$ cat src/mem_pkg.sv
`default_nettype none

package mem_pkg;

    localparam int ADDR_W         = 32;
    localparam int WORD_W         = 32;
    localparam int BEAT_W         = 64;
    localparam int LINE_W         = 256;
    localparam int WORDS_PER_LINE = 8;
    localparam int BEATS_PER_LINE = 4;
    localparam int OFFSET_W       = 5;    // byte offset in a line
    localparam int INDEX_W        = 3;    // 8 sets
    localparam int TAG_W          = 24;

    // one line seen as cpu words or as bus beats
    typedef union packed {
        logic [WORDS_PER_LINE-1:0][WORD_W-1:0] words;
        logic [BEATS_PER_LINE-1:0][BEAT_W-1:0] beats;
    } line_t;

    typedef struct packed {
        logic [ADDR_W-1:0] addr;
        logic              read;
    } imem_req_t;

    typedef struct packed {
        logic [ADDR_W-1:0]   addr;
        logic                read;
        logic                write;
        logic [WORD_W/8-1:0] wmask;    // one bit per byte lane
        logic [WORD_W-1:0]   wdata;
    } dmem_req_t;

    typedef struct packed {
        logic [ADDR_W-1:0] addr;     // line aligned
        logic              read;
        logic              write;
        line_t             wdata;
    } line_req_t;

    typedef struct packed {
        logic  resp;
        line_t rdata;
    } line_rsp_t;

endpackage : mem_pkg

`default_nettype wire

$ cat src/line_arbiter.sv
`timescale 1ns/100ps
`default_nettype none

module line_arbiter (
    input  logic               clk,
    input  logic               rst,
    input  mem_pkg::line_req_t i_req_i,
    input  mem_pkg::line_req_t d_req_i,
    output mem_pkg::line_rsp_t i_rsp_o,
    output mem_pkg::line_rsp_t d_rsp_o,
    output mem_pkg::line_req_t mem_req_o,
    input  mem_pkg::line_rsp_t mem_rsp_i
);

    typedef enum logic [1:0] {G_IDLE, G_INST, G_DATA} grant_t;

    grant_t grant_q;
    logic   i_pending;
    logic   d_pending;

    assign i_pending = i_req_i.read || i_req_i.write;
    assign d_pending = d_req_i.read || d_req_i.write;

    always_ff @(posedge clk) begin
        if (rst) begin
            grant_q <= G_IDLE;
        end else begin
            case (grant_q)
                G_IDLE: begin
                    if (d_pending) grant_q <= G_DATA;       // data wins ties
                    else if (i_pending) grant_q <= G_INST;
                end
                default: begin
                    if (mem_rsp_i.resp) grant_q <= G_IDLE;  // one idle cycle between grants
                end
            endcase
        end
    end

    always_comb begin
        mem_req_o     = '0;
        i_rsp_o       = '0;
        d_rsp_o       = '0;
        i_rsp_o.rdata = mem_rsp_i.rdata;
        d_rsp_o.rdata = mem_rsp_i.rdata;
        case (grant_q)
            G_INST: begin
                mem_req_o    = i_req_i;
                i_rsp_o.resp = mem_rsp_i.resp;
            end
            G_DATA: begin
                mem_req_o    = d_req_i;
                d_rsp_o.resp = mem_rsp_i.resp;
            end
            default: mem_req_o = '0;
        endcase
    end

    // each adaptor resp lands on exactly one cache
    a_one_side : assert property (@(posedge clk) disable iff (rst)
        mem_rsp_i.resp |-> (i_rsp_o.resp ^ d_rsp_o.resp));

endmodule : line_arbiter

`default_nettype wire

$ cat config.mk
export PLATFORM = sky130hd
export DESIGN_NAME = line_arbiter
export DESIGN_NICKNAME = d
export VERILOG_FILES = /design/src/mem_pkg.sv /design/src/line_arbiter.sv
export SDC_FILE = /design/constraint.sdc
export NUM_CORES = 1
export LEC_CHECK = 0
export ABC_CLOCK_PERIOD_IN_PS = 1600
export BUFFER_PORTS_ARGS = -buffer_cell sky130_fd_sc_hd__buf_2
export CORE_AREA = 2 2 633 635
export CTS_BUF_LIST = sky130_fd_sc_hd__clkbuf_4 sky130_fd_sc_hd__clkbuf_8
export DETAILED_ROUTE_END_ITERATION = 7
export DIE_AREA = 0 0 635 637
export MAX_ROUTING_LAYER = met4
export PLACE_DENSITY_LB_ADDON = 0.1
export REMOVE_ABC_BUFFERS = 1
export SETUP_SLACK_MARGIN = 0.05
export SYNTH_ARGS = -nofsm -noshare
export SYNTH_HDL_FRONTEND = slang
export SYNTH_SLANG_ARGS = --single-unit
$ cat constraint.sdc
create_clock -name clk -period 1.6 [get_ports clk]
set_clock_uncertainty 0.1 [all_clocks]
set_input_delay 0.24 -clock clk [delete_from_list [all_inputs] [get_ports clk]]
set_output_delay 0.24 -clock clk [all_outputs]
set_load 0.02 [all_outputs]
==> key figures <==
Run status
  – Status: finished with violations
  – Failing checks: negative setup slack

Clocking
  – CTS HTree Levels: 1
  – Clk Latency, worst-skew pair: 0.22 ns
  – CTS max path bufs: 2
  – Clock slew at reported path FFs: roughly 0.030 ns
  – CTS tree: done
  – Clock Tree Root: clkbuf_8
  – CTS Sinks: 2
  – TritonCTS Buffers: 3
  – Hold buffers post-CTS: 0

Critical path
  – Crit-path cells: buf_6 -> ha_4 -> buf_12 -> buf_16 -> buf_8 -> a22oi_2 -> nor2b_2 -> buf_12
  – CP startpoint kind: flip-flop
  – Worst Path Arrival: approximately 2.5 ns
  – Max stage delay cell, worst path: a22oi_2
  – Critical path's largest stage delay: 0.74 ns
  – CP most frequent cell: buf_12
  – WS Path Type: reg -> out
  – Critical path fanouts, max: 5
  – Critical path required time: around 1.3 ns
  – CP Depth: 8
  – Endpoint class of the critical path: output pin
  – Worst Reg-to-Reg Cells: 6
  – WP buf/inv: 5
  – Cell type group with the largest total delay on the critical path: buffers and inverters

Floorplanning
  – Rows: ~230
  – Core region area: around 400000 sq um
  – Die area: a little over 400000 sq um
  – IO Count: approximately 1600
  – Die Width: about 640 microns
  – Die Height: ~640 microns
  – Initial Util: under 10%

Run
  – Max Cap Violations: 0

Global route
  – Initial antenna violation count: between 90 and 100
  – First-pass GRT wire length: around 430000 microns
  – Largest net degree at the start of global routing: 61
  – Vias in the first global route: between 10000 and 15000
  – Grt total ovfl: 0
  – Total global-route track usage: 19.6%

Routing
  – DRT Pass-1 Iters: 4
  – Vias per cell: 2.21
  – Antenna Nets Post-Route: 0
  – Post-DR wirelength/cell: 56.8 microns
  – Iter 0 DRT Violations: 1592
  – DR DRC count: 0
  – Routed Wire Length: ~400000 microns
  – DR vias: between 15000 and 20000

Finish
  – Biggest regs: grant_q (2)
  – Most frequent cells in the layout: 604 x buf_2, 261 x a22oi_2, 243 x buf_12
  – Nets@finish: about 2700
  – Largest Register: grant_q
  – Max FFs per register: 2
  – Commonest non-fill, non-tap cell in the layout: buf_2
  – Fraction of layout cells with a size suffix above 1: about 93%
  – Final std cells w/o fill: between 7000 and 8000
  – Area Growth Syn to Fin: 194%

Timing
  – Hold slack: around 0.13 ns
  – Setup TNS: -237.50 ns
  – Final setup fails: slightly below 300
  – F_max: between 0.3 and 0.4 GHz
  – Final min period: ~2.8 ns
  – RSZ-0062 raised after global routing: yes
  – Final Hold Viols: 0
  – Rel. slew slack: ~33%
  – Worst-Margin Slew: 1.00 ns
  – Max-slew violations: 0
  – Slack of the critical path: -1.21 ns
  – Tcrit/Tclk final: 176%

Yosys
  – Syn Inst Count: 1206
  – Distinct cells, synth: 16
  – Seq/Total Area, Yosys: less than 1%
  – Synthesized area per cell: 7.29 sq um
  – Mapped cell area: slightly below 9000 sq um
  – Warnings from Yosys: 0
  – Seq cells post-synth: 2

Placed design
  – Placed cell count: a little under 7000
  – Hpwl dp: around 360000 microns
  – Pre-CTS WS: -1.64 ns
  – PortBufs: 874
  – Routability cong.: between 1 and 1.5

Min path
  – Hold Path Cell Cnt: 2
  – Hold WC Path Type: in -> reg

Power and ir drop
  – Share of power burned in registers: 0.6%
  – Int Power: roughly 5.1 mW
  – P_sw: around 5.1 mW
  – Clock power frac: 1.9%
  – Combinational Power Share: ~100%
  – VDD IR-drop max: roughly 0.00017 V
  – Leak: around 8.4 nW
  – Total power: ~10 mW
  – PwrDens: 395 nW/um^2
  – Sw Ratio: about half
==> area by class of cell <==
class / instances / area, sq um
diodes: 22 / 55.1
clock buffers: 3 / 41.3
fillers: 46700 / 372000
inverters: 2 / 7.51
multi-input cells: 594 / 6580
flip-flops and latches: 2 / 45.0
well taps: 5265 / 6590
repair buffers: 1234 / 12600
==> timing repair <==
item                       in CTS  in global routing
resized for setup             570                467
gates cloned                   31                 22
pin swaps                      53                 79
setup endpoints to repair     292                293
setup buffers                  78                 69
==> final timing paths <==
kind                     to  startpoint  slack [ns]
max          mem_req_o[161]  grant_q[1]       -1.21
min              grant_q[0]         rst        0.13
max reg2reg      grant_q[0]  grant_q[1]        0.21
min reg2reg      grant_q[1]  grant_q[1]        0.55
==> power by group through the flow <==
stage | logic, mW | registers [mW] | clock network (mW)
floorplan | 1.92 | 0.0570 | 0
global placement | 6.79 | 0.0598 | 0
detailed placement | 6.75 | 0.0588 | 0
CTS | 9.25 | 0.0602 | 0.199
global route | 10.5 | 0.0603 | 0.203
finish | 9.96 | 0.0603 | 0.197
==> per-layer routing <==
metal / routed length (microns) / global-route usage [%] / vias up
li1: - / - / 4931
met5: 0 / - / -
met3: 110000 / 25.1 / 265
met4: 17600 / 6.15 / 0
met1: 107000 / 14.1 / 7452
met2: 170000 / 28.5 / 3079
==> per-stage QoR <==
step | util, % | instance area (sq um)
6_report | 6.50 | 25900
5_1_grt | 6.50 | 25900
4_1_cts | 5.90 | 23500
3_5_place_dp | 4.94 | 19700
3_3_place_gp | 4.94 | 19600
2_1_floorplan | - | 4140
==> logic make-up after synthesis <==
kind of cell / Yosys count / synth area share [%]
compound gates: 296 / 25.1
simple gates: 295 / 21.0
fa+ha+maj: 3 / 0.427
flops: 2 / 0.456
buf+inv: 610 / 53.0
==> cell usage after synthesis <==
cell	n	area, sq um
a22oi_1	290	2180
buf_2	12	60.1
o21ai_0	4	20.0
nor3b_1	2	15.0
and2_1	2	12.5
buf_6	4	45.0
a21oi_1	2	10.0
ha_1	3	37.5
nor2b_1	290	1810
nor2_1	1	3.75
inv_1	2	7.51
clkbuf_2	2	10.0
buf_4	543	4080
dfxtp_1	2	40.0
clkbuf_8	28	385
clkbuf_1	19	71.3
No activity file was read; power rests on OpenSTA's default activity.
