$ cat src/mem_pkg.sv
`default_nettype none

package mem_pkg;

    localparam int ADDR_W         = 32;
    localparam int WORD_W         = 32;
    localparam int BEAT_W         = 64;
    localparam int LINE_W         = 256;
    localparam int WORDS_PER_LINE = 8;
    localparam int BEATS_PER_LINE = 4;
    localparam int OFFSET_W       = 5;    // byte offset in a line
    localparam int INDEX_W        = 3;    // 8 sets
    localparam int TAG_W          = 24;

    // one line seen as cpu words or as bus beats
    typedef union packed {
        logic [WORDS_PER_LINE-1:0][WORD_W-1:0] words;
        logic [BEATS_PER_LINE-1:0][BEAT_W-1:0] beats;
    } line_t;

    typedef struct packed {
        logic [ADDR_W-1:0] addr;
        logic              read;
    } imem_req_t;

    typedef struct packed {
        logic [ADDR_W-1:0]   addr;
        logic                read;
        logic                write;
        logic [WORD_W/8-1:0] wmask;    // one bit per byte lane
        logic [WORD_W-1:0]   wdata;
    } dmem_req_t;

    typedef struct packed {
        logic [ADDR_W-1:0] addr;     // line aligned
        logic              read;
        logic              write;
        line_t             wdata;
    } line_req_t;

    typedef struct packed {
        logic  resp;
        line_t rdata;
    } line_rsp_t;

endpackage : mem_pkg

`default_nettype wire

$ cat src/line_adaptor.sv
`timescale 1ns/100ps
`default_nettype none

module line_adaptor (
    input  logic                       clk,
    input  logic                       rst,
    input  mem_pkg::line_req_t         line_req_i,
    output mem_pkg::line_rsp_t         line_rsp_o,
    output logic [mem_pkg::ADDR_W-1:0] bmem_address_o,
    output logic                       bmem_read_o,
    output logic                       bmem_write_o,
    output logic [mem_pkg::BEAT_W-1:0] bmem_wdata_o,
    input  logic [mem_pkg::BEAT_W-1:0] bmem_rdata_i,
    input  logic                       bmem_resp_i
);

    typedef enum logic [1:0] {A_IDLE, A_WRITE, A_READ, A_DONE} state_t;

    state_t                                      state_q;
    logic [$clog2(mem_pkg::BEATS_PER_LINE)-1:0]  beat_q;
    logic [mem_pkg::ADDR_W-1:0]                  addr_q;
    mem_pkg::line_t                              line_q;   // write source or read gather
    logic                                        last_beat;

    assign last_beat = bmem_resp_i &&
        (beat_q == $clog2(mem_pkg::BEATS_PER_LINE)'(mem_pkg::BEATS_PER_LINE - 1));

    always_ff @(posedge clk) begin
        if (rst) begin
            state_q <= A_IDLE;
            beat_q  <= '0;
        end else begin
            case (state_q)
                A_IDLE: begin
                    beat_q <= '0;
                    if (line_req_i.write) state_q <= A_WRITE;
                    else if (line_req_i.read) state_q <= A_READ;
                end
                A_WRITE, A_READ: begin
                    if (bmem_resp_i) beat_q <= beat_q + 1'b1;
                    if (last_beat) state_q <= A_DONE;   // strobe drops here
                end
                default: state_q <= A_IDLE;             // line resp cycle
            endcase
        end
    end

    always_ff @(posedge clk) begin
        if (state_q == A_IDLE) begin
            addr_q <= line_req_i.addr;
            line_q <= line_req_i.wdata;
        end
        if ((state_q == A_READ) && bmem_resp_i) line_q.beats[beat_q] <= bmem_rdata_i;
    end

    assign bmem_address_o   = addr_q;
    assign bmem_read_o      = (state_q == A_READ);
    assign bmem_write_o     = (state_q == A_WRITE);
    assign bmem_wdata_o     = line_q.beats[beat_q];
    assign line_rsp_o.resp  = (state_q == A_DONE);
    assign line_rsp_o.rdata = line_q;

    // caches must hand over line aligned addresses
    a_bus_strobe : assert property (@(posedge clk) disable iff (rst)
        (bmem_read_o || bmem_write_o) |->
            (!(bmem_read_o && bmem_write_o) && (bmem_address_o[mem_pkg::OFFSET_W-1:0] == '0)));

endmodule : line_adaptor

`default_nettype wire

$ cat config.mk
export PLATFORM = sky130hd
export DESIGN_NAME = line_adaptor
export DESIGN_NICKNAME = d
export VERILOG_FILES = /design/src/mem_pkg.sv /design/src/line_adaptor.sv
export SDC_FILE = /design/constraint.sdc
export NUM_CORES = 1
export LEC_CHECK = 0
export BUFFER_PORTS_ARGS = -buffer_cell sky130_fd_sc_hd__buf_4
export CAP_MARGIN = 0
export CORE_AREA = 2 2 279 281
export CTS_BUF_LIST = sky130_fd_sc_hd__clkbuf_8 sky130_fd_sc_hd__clkbuf_16
export DETAILED_ROUTE_END_ITERATION = 8
export DIE_AREA = 0 0 281 283
export MAX_ROUTING_LAYER = met4
export PLACE_DENSITY = 0.37
export SETUP_SLACK_MARGIN = 0.2
export SLEW_MARGIN = 0
export SYNTH_ARGS = -nofsm -noshare
export SYNTH_HDL_FRONTEND = slang
export SYNTH_SLANG_ARGS = --single-unit
$ cat constraint.sdc
create_clock -name clk -period 2.9 [get_ports clk]
set_clock_uncertainty 0.05 [all_clocks]
set_input_delay 0.58 -clock clk [delete_from_list [all_inputs] [get_ports clk]]
set_output_delay 0.58 -clock clk [all_outputs]
set_load 0.05 [all_outputs]
==> summary.md, run 1 <==
| Metric | Value |
|---|---|
| Status | `finished clean` |
| CP arrival | `2.06 ns` |
| MaxCap Viol Count | `0` |
| Relative slew slack | `56.0%` |
| Vias in the first global route | `12558` |
| Port buffer count | `between 700 and 800` |
| Hold Path Depth | `1` |
| Die area | `around 80000 um2` |
| Register area share after synthesis | `46.5%` |
| GRT overflow | `0` |
| Fraction of layout cells with a size suffix above 1 | `about 44%` |
| RePlAce Congestion | `0.865` |
| Placed cells | `between 2000 and 3000` |
| Number of cells on the worst reg-to-reg path | `5` |
| Overall Global Routing Usage | `between 10% and 20%` |
| Critical-path maximum fanout | `8` |
| Count of cell types in the netlist | `23` |
| CTS Sinks | `roughly 300` |
| Initial antenna violation count | `8` |
| CP endpoint kind | `primary output` |
| Worst Setup Start Kind | `register` |
| Most frequent cells in the layout | `buf_4, mux2i_1, o21ai_0, dfxtp_1, nand2_1` |
| Initial DRC Count | `477` |
| Kind of critical path | `reg2out` |
| Setup TNS | `0 ns` |
| Starting Density | `between 10% and 20%` |
| Final setup viols | `0` |
| Htree depth | `2` |
| Root Buffer | `clkbuf_16` |
| Cell taking the most area after synthesis | `dfxtp_1` |
| Worst skew pair latency | `roughly 0.54 ns` |
| Mapped Nets | `roughly 1600` |
| Max Root-Sink Buffers | `3` |
| Drt wl/cell | `between 20 and 25 um` |
| Post-route minimum period | `~2.7 ns` |
| Die height | `approximately 280 um` |
| Min-Delay Path Class | `in2reg` |
| Io pins | `712` |
| Core area | `76700 um2` |
| Number of placement rows | `102` |
| Non-Filler Instances | `approximately 3000` |
| Cells taking the most area after synthesis | `dfxtp_1, mux2i_1, mux4_2, o21ai_0, nand2_1` |
| Drt drc | `0` |
| Clk slew on worst S/H paths | `around 0.06 ns` |
| Area Growth Syn to Fin | `60.9%` |
| Pre-antenna DRT Iters | `5` |
| Yosys warns | `0` |
| Tightest Pin Transition | `between 0.6 and 0.7 ns` |
| Final net count | `around 2300` |
| Die width | `281 um` |
| Crit share post-route | `between 90% and 100%` |
| Synth Register Bits | `292` |
| Num CTS Buffers | `38` |
| Pwr Density | `approximately 1600 nW/um2` |
| Pins over their slew limit | `0` |
| Post-synthesis cell area | `between 10000 and 15000 um2` |
| Post-route antenna net violation count | `0` |
| RSZ-0062 raised after global routing | `yes` |
| Worst IR drop on VDD | `around 0.89 mV` |
| Most common cell after layout, fill and taps aside | `buf_4` |
| P_leak | `around 9.7 nW` |
| Achievable Freq | `372 MHz` |
| Via density | `4.04` |
| Post-DP HPWL | `48800 um` |
| Worst EP required | `~2.3 ns` |
| Post-synth top area share | `about two fifths` |
| FILL cells | `about 8200` |
| DRT Wirelength | `63600 um` |
| Final hold violations | `0` |
| Syn avg cell area | `roughly 11 um2` |
| First-pass GRT wire length | `approximately 90000 um` |
| Post-Synthesis Cells | `roughly 1300` |
| CTS tree | `done` |
| Via count | `~12000` |
| Largest net degree at the start of global routing | `a little under 70` |
layout make-up:
type | instances | area, um2 | share of cell area [%]
Timing Repair Buffer | 755 | 6110 | 28.6
Clock inverter | 23 | 124 | 0.580
Inverter | 4 | 15.0 | 0.0703
Multi-Input combinational cell | 864 | 6550 | 30.7
Tap cell | 1040 | 1300 | 6.10
Clock buffer | 45 | 1060 | 4.96
Antenna cell | 7 | 17.5 | 0.0821
Sequential cell | 292 | 6170 | 28.9
Yosys cell counts, drive strengths merged:
| library cell | n |
|---|---|
| nand3 | 1 |
| ha | 10 |
| nor2 | 3 |
| edfxtp | 32 |
| mux4 | 64 |
| and3 | 4 |
| mux2i | 258 |
| a21oi | 3 |
| or4 | 1 |
| inv | 4 |
| buf | 72 |
| nor2b | 1 |
| nor3b | 1 |
| dfxtp | 260 |
| nand2b | 1 |
| clkbuf | 28 |
| o21ai | 258 |
| a21boi | 1 |
| a32oi | 1 |
| nand2 | 257 |
state kept, by name, summed over array words and instances (netlist names):
register / count
bmem_address_o: 32
line_q: 256
state_q: 2
beat_q: 2
where the power goes:
part | switching [mW] | internal, mW
Sequential | 2.15 | 6.18
Combinational | 13.3 | 7.10
Clock | 1.87 | 2.67
Total | 17.3 | 15.9
path summary, 6_finish.rpt:
path / startpoint / slack [ns] / endpoint
hold reg to reg: state_q[1]$_SDFFE_PP0P_ / 0.49 / state_q[1]$_SDFFE_PP0P_
hold / removal: line_req_i[260] / 0.16 / bmem_address_o[2]$_DFFE_PN_
setup reg to reg: state_q[0]$_SDFFE_PP0P_ / 0.77 / line_q[106]$_DFF_P_
setup / recovery: beat_q[0]$_SDFFE_PP0P_ / 0.21 / bmem_wdata_o[48]
stage by stage:
step / instance area [um2] / utilization, % / hold WS, ns / setup slack (ns) / power [mW]
2_1_floorplan: 13300 / - / 0.444 / 0.609 / 21.7
3_3_place_gp: 19900 / 25.9 / 0.482 / 0.717 / 28.5
3_5_place_dp: 19900 / 25.9 / 0.492 / 0.697 / 28.6
4_1_cts: 21200 / 27.6 / 0.116 / 0.129 / 33.5
5_1_grt: 21300 / 27.8 / 0.121 / 0.127 / 34.8
6_report: 21300 / 27.8 / 0.165 / 0.212 / 33.3
per-layer routing:
layer	wire (um)	GRT usage, %
met5	0	-
met4	1840	5.24
met3	5010	4.49
met2	32100	27.2
met1	24700	17.0
what timing repair did:
item,in CTS,in global routing
endpoints found under the setup margin,60,59
gates cloned,2,2
setup buffers,3,2
gates resized for setup,10,20
hold buffers,0,0
pin swaps,0,0
logic make-up after synthesis:
group / count (synthesis) / share of synthesized area (%)
buffers and inverters: 104 / 4.47
DFF: 292 / 46.5
muxes: 322 / 30.3
AOI/OAI and AO/OA: 263 / 9.97
adders and majority gates: 10 / 0.943
and+or+nand+nor: 269 / 7.79
worst max-delay path, stage by stage, from the launching register on:
cell	delay (ns)
dfxtp_4	0.44
buf_12	0.17
buf_16	0.17
mux4_2	0.54
buf_6	0.17
No activity file was read; power rests on OpenSTA's default activity.
==> inputs of run 2 (changes only) <==
- PLACE_DENSITY: 0.37 -> not set
- PLACE_DENSITY_LB_ADDON: not set -> 0.1
==> run 2 against run 1 <==
Effect of this change:
- utilization is 0.25 points higher
- global-route usage is 0.61 points higher
- sequential power hardly changed
- final cell count hardly changed
- critical endpoint is now bmem_wdata_o[54]
- combinational power hardly changed
- sequential share of layout area is 0.26 points lower
==> summary.md, run 2 (synthesized netlist as in run 1, its figures left out) <==
| Metric | Value |
|---|---|
| Worst r2r dst | `line_q[174]$_DFF_P_` |
| Via count | `12245 (+0.065%)` |
| Htree depth | `2 (unchanged)` |
| Final hold violations | `0 (unchanged)` |
| Max Root-Sink Buffers | `3 (unchanged)` |
| Die area | `79500 um2 (unchanged)` |
| Overall Global Routing Usage | `16.3% (+0.61 points)` |
| Post-DP HPWL | `48900 um (+0.13%)` |
| Num CTS Buffers | `39 (+2.6%)` |
| Hold WS | `0.168 ns (+0.00291 ns)` |
| Tot Pwr | `33.8 mW (+1.6%)` |
| Reg with most FFs | `line_q` |
| Post-route minimum period | `2.66 ns (-0.0248 ns)` |
| Die height | `283 um (unchanged)` |
| Initial antenna violation count | `9 (+1)` |
| Multi-input gate area | `6550 um2 (unchanged)` |
| Io pins | `712 (unchanged)` |
| Worst EP required | `2.27 ns (about the same)` |
| Starting Density | `17.3% (unchanged)` |
| Vias in the first global route | `12824 (+2.1%)` |
| P_leak | `9.78 nW (+0.66%)` |
| FILL cells | `8115 (-0.56%)` |
| CP cell instances | `bufbuf_16, mux4_2, buf_4` |
| Slowest-stage cell, CP | `mux4_2` |
| CTS tree | `done` |
| Reg2reg setup slack | `0.79 ns (+0.02 ns)` |
| Setup TNS | `0 ns (unchanged)` |
| Hold Crit Start | `line_req_i[259]` |
| Min-Delay Path Class | `in2reg` |
| # hold bufs at CTS | `0 (unchanged)` |
| Worst Setup Start Kind | `register` |
| Root Buffer | `clkbuf_16` |
| RePlAce Congestion | `0.811 (-6.2%)` |
| Hold EP | `bmem_address_o[1]$_DFFE_PN_` |
| Port buffer count | `711 (unchanged)` |
| Post-route antenna net violation count | `0 (unchanged)` |
| Achievable Freq | `375 MHz (+0.93%)` |
| Worst IR drop on VDD | `0.878 mV (-1.9%)` |
| Final setup viols | `0 (unchanged)` |
| Final net count | `2320 (-0.086%)` |
| Most common cell after layout, fill and taps aside | `buf_4` |
| Initial DRC Count | `428 (-10%)` |
| First-pass GRT wire length | `92400 um (+3.3%)` |
| Hold Path Depth | `1 (unchanged)` |
| Number of placement rows | `102 (unchanged)` |
| Kind of critical path | `reg2out` |
| Fraction of layout cells with a size suffix above 1 | `44.6% (+0.25 points)` |
| DRT Wirelength | `65900 um (+3.5%)` |
| GRT overflow | `0 (unchanged)` |
| Status | `finished clean` |
| Max reg flops | `256 (unchanged)` |
| Pre-antenna DRT Iters | `4 (-1)` |
| MaxCap Viol Count | `0 (unchanged)` |
| Max incr delay on CP | `0.53 ns (about the same)` |
| Pins over their slew limit | `0 (unchanged)` |
| Area Growth Syn to Fin | `62.4%` |
| Reg-to-reg startpoint | `state_q[0]$_SDFFE_PP0P_` |
| Relative slew slack | `56.6% (+0.60 points)` |
| Register area | `6170 um2 (unchanged)` |
| Worst skew pair latency | `0.54 ns (about the same)` |
| Drt drc | `0 (unchanged)` |
| CTS Sinks | `292 (unchanged)` |
| Most frequent cells in the layout | `buf_4, mux2i_1, o21ai_0, dfxtp_1, nand2_1` |
| RSZ-0062 raised after global routing | `yes` |
| Via density | `4.04 (about the same)` |
| Largest net degree at the start of global routing | `69 (unchanged)` |
| Critical-path maximum fanout | `15 (+7)` |
| CP arrival | `2.03 ns (-0.03 ns)` |
| CP endpoint kind | `primary output` |
| Clk slew on worst S/H paths | `0.06 ns (about the same)` |
| Core area | `76700 um2 (unchanged)` |
| Pwr Density | `1570 nW/um2 (+0.68%)` |
| Die width | `281 um (unchanged)` |
| Number of cells on the worst reg-to-reg path | `5 (unchanged)` |
| Drt wl/cell | `21.7 um (+3.5%)` |
| Crit share post-route | `91.8% (-0.86 points)` |
| Tightest Pin Transition | `0.651 ns (-0.00905 ns)` |
[run 2: cell count changes in the layout (fill, tap and decap cells not counted)]
cell,delta
clkbuf_16,+3
buf_16,+1
bufbuf_16,+1
clkinv_2,-2
clkbuf_8,+4
buf_4,-9
clkinvlp_4,+1
diode_2,+1
inv_1,-4
bufinv_16,+3
buf_6,+8
inv_6,-1
clkinv_1,-1
buf_12,-4
[run 2: critical path: cells and delay by family, from the launching register on]
kind / cells / cell delay (ns)
multiplexers: 1 / 0.53
flip-flops: 1 / 0.40
buffers and inverters: 2 / 0.56
[run 2: where the power goes]
part | internal [mW] | leakage [nW] | switching (mW)
clock network | 3.21 | 0.717 | 1.95
registers | 6.18 | 2.52 | 2.12
logic | 7.03 | 6.55 | 13.3
[run 2: timing repair]
action	4_1_cts	5_1_grt
gates cloned	4	2
buffers inserted	6	0
setup endpoints to repair	64	56
resized for setup	29	10
[run 2: routing by layer]
metal	wire length, um	up-vias	track usage [%]	share of wire, %
met5	0	-	-	0
met4	1320	0	4.44	2.0
met3	5060	73	4.84	7.7
met2	34300	441	29.0	52
met1	25200	5823	17.4	38
li1	-	5908	-	-
[run 2: area by class of cell]
type                    count  share of cell area [%]
diodes                      8                  0.0929
well taps                1040                    6.04
multi-input cells         864                    30.4
inverters                   4                  0.0697
clock inverters            19                   0.854
flip-flops and latches    292                    28.7
clock buffers              52                    5.52
repair buffers            752                    28.4
[run 2: how the worst max path moves through the flow]
stage | startpoint | end | slack [ns] | cells after the start
6_report | beat_q[0]$_SDFFE_PP0P_ | bmem_wdata_o[54] | 0.24 | 3
3_5_place_dp | beat_q[0]$_SDFFE_PP0P_ | bmem_wdata_o[11] | 0.73 | 3
2_1_floorplan | state_q[0]$_SDFFE_PP0P_ | line_q[235]$_DFF_P_ | 0.61 | 6
5_1_grt | beat_q[0]$_SDFFE_PP0P_ | bmem_wdata_o[54] | 0.14 | 3
4_1_cts | beat_q[0]$_SDFFE_PP0P_ | bmem_wdata_o[11] | 0.16 | 4
3_3_place_gp | beat_q[0]$_SDFFE_PP0P_ | bmem_wdata_o[10] | 0.76 | 3
[run 2: stage by stage]
stage               instances  instance area (um2)  setup slack [ns]  utilization, %
floorplan                1260                13300             0.609               -
global route             3031                21500             0.138            28.1
detailed placement       2940                19800             0.732            25.8
CTS                      3021                21400             0.157            27.9
finish                   3031                21500             0.237            28.1
global placement         2940                19800             0.759            25.8
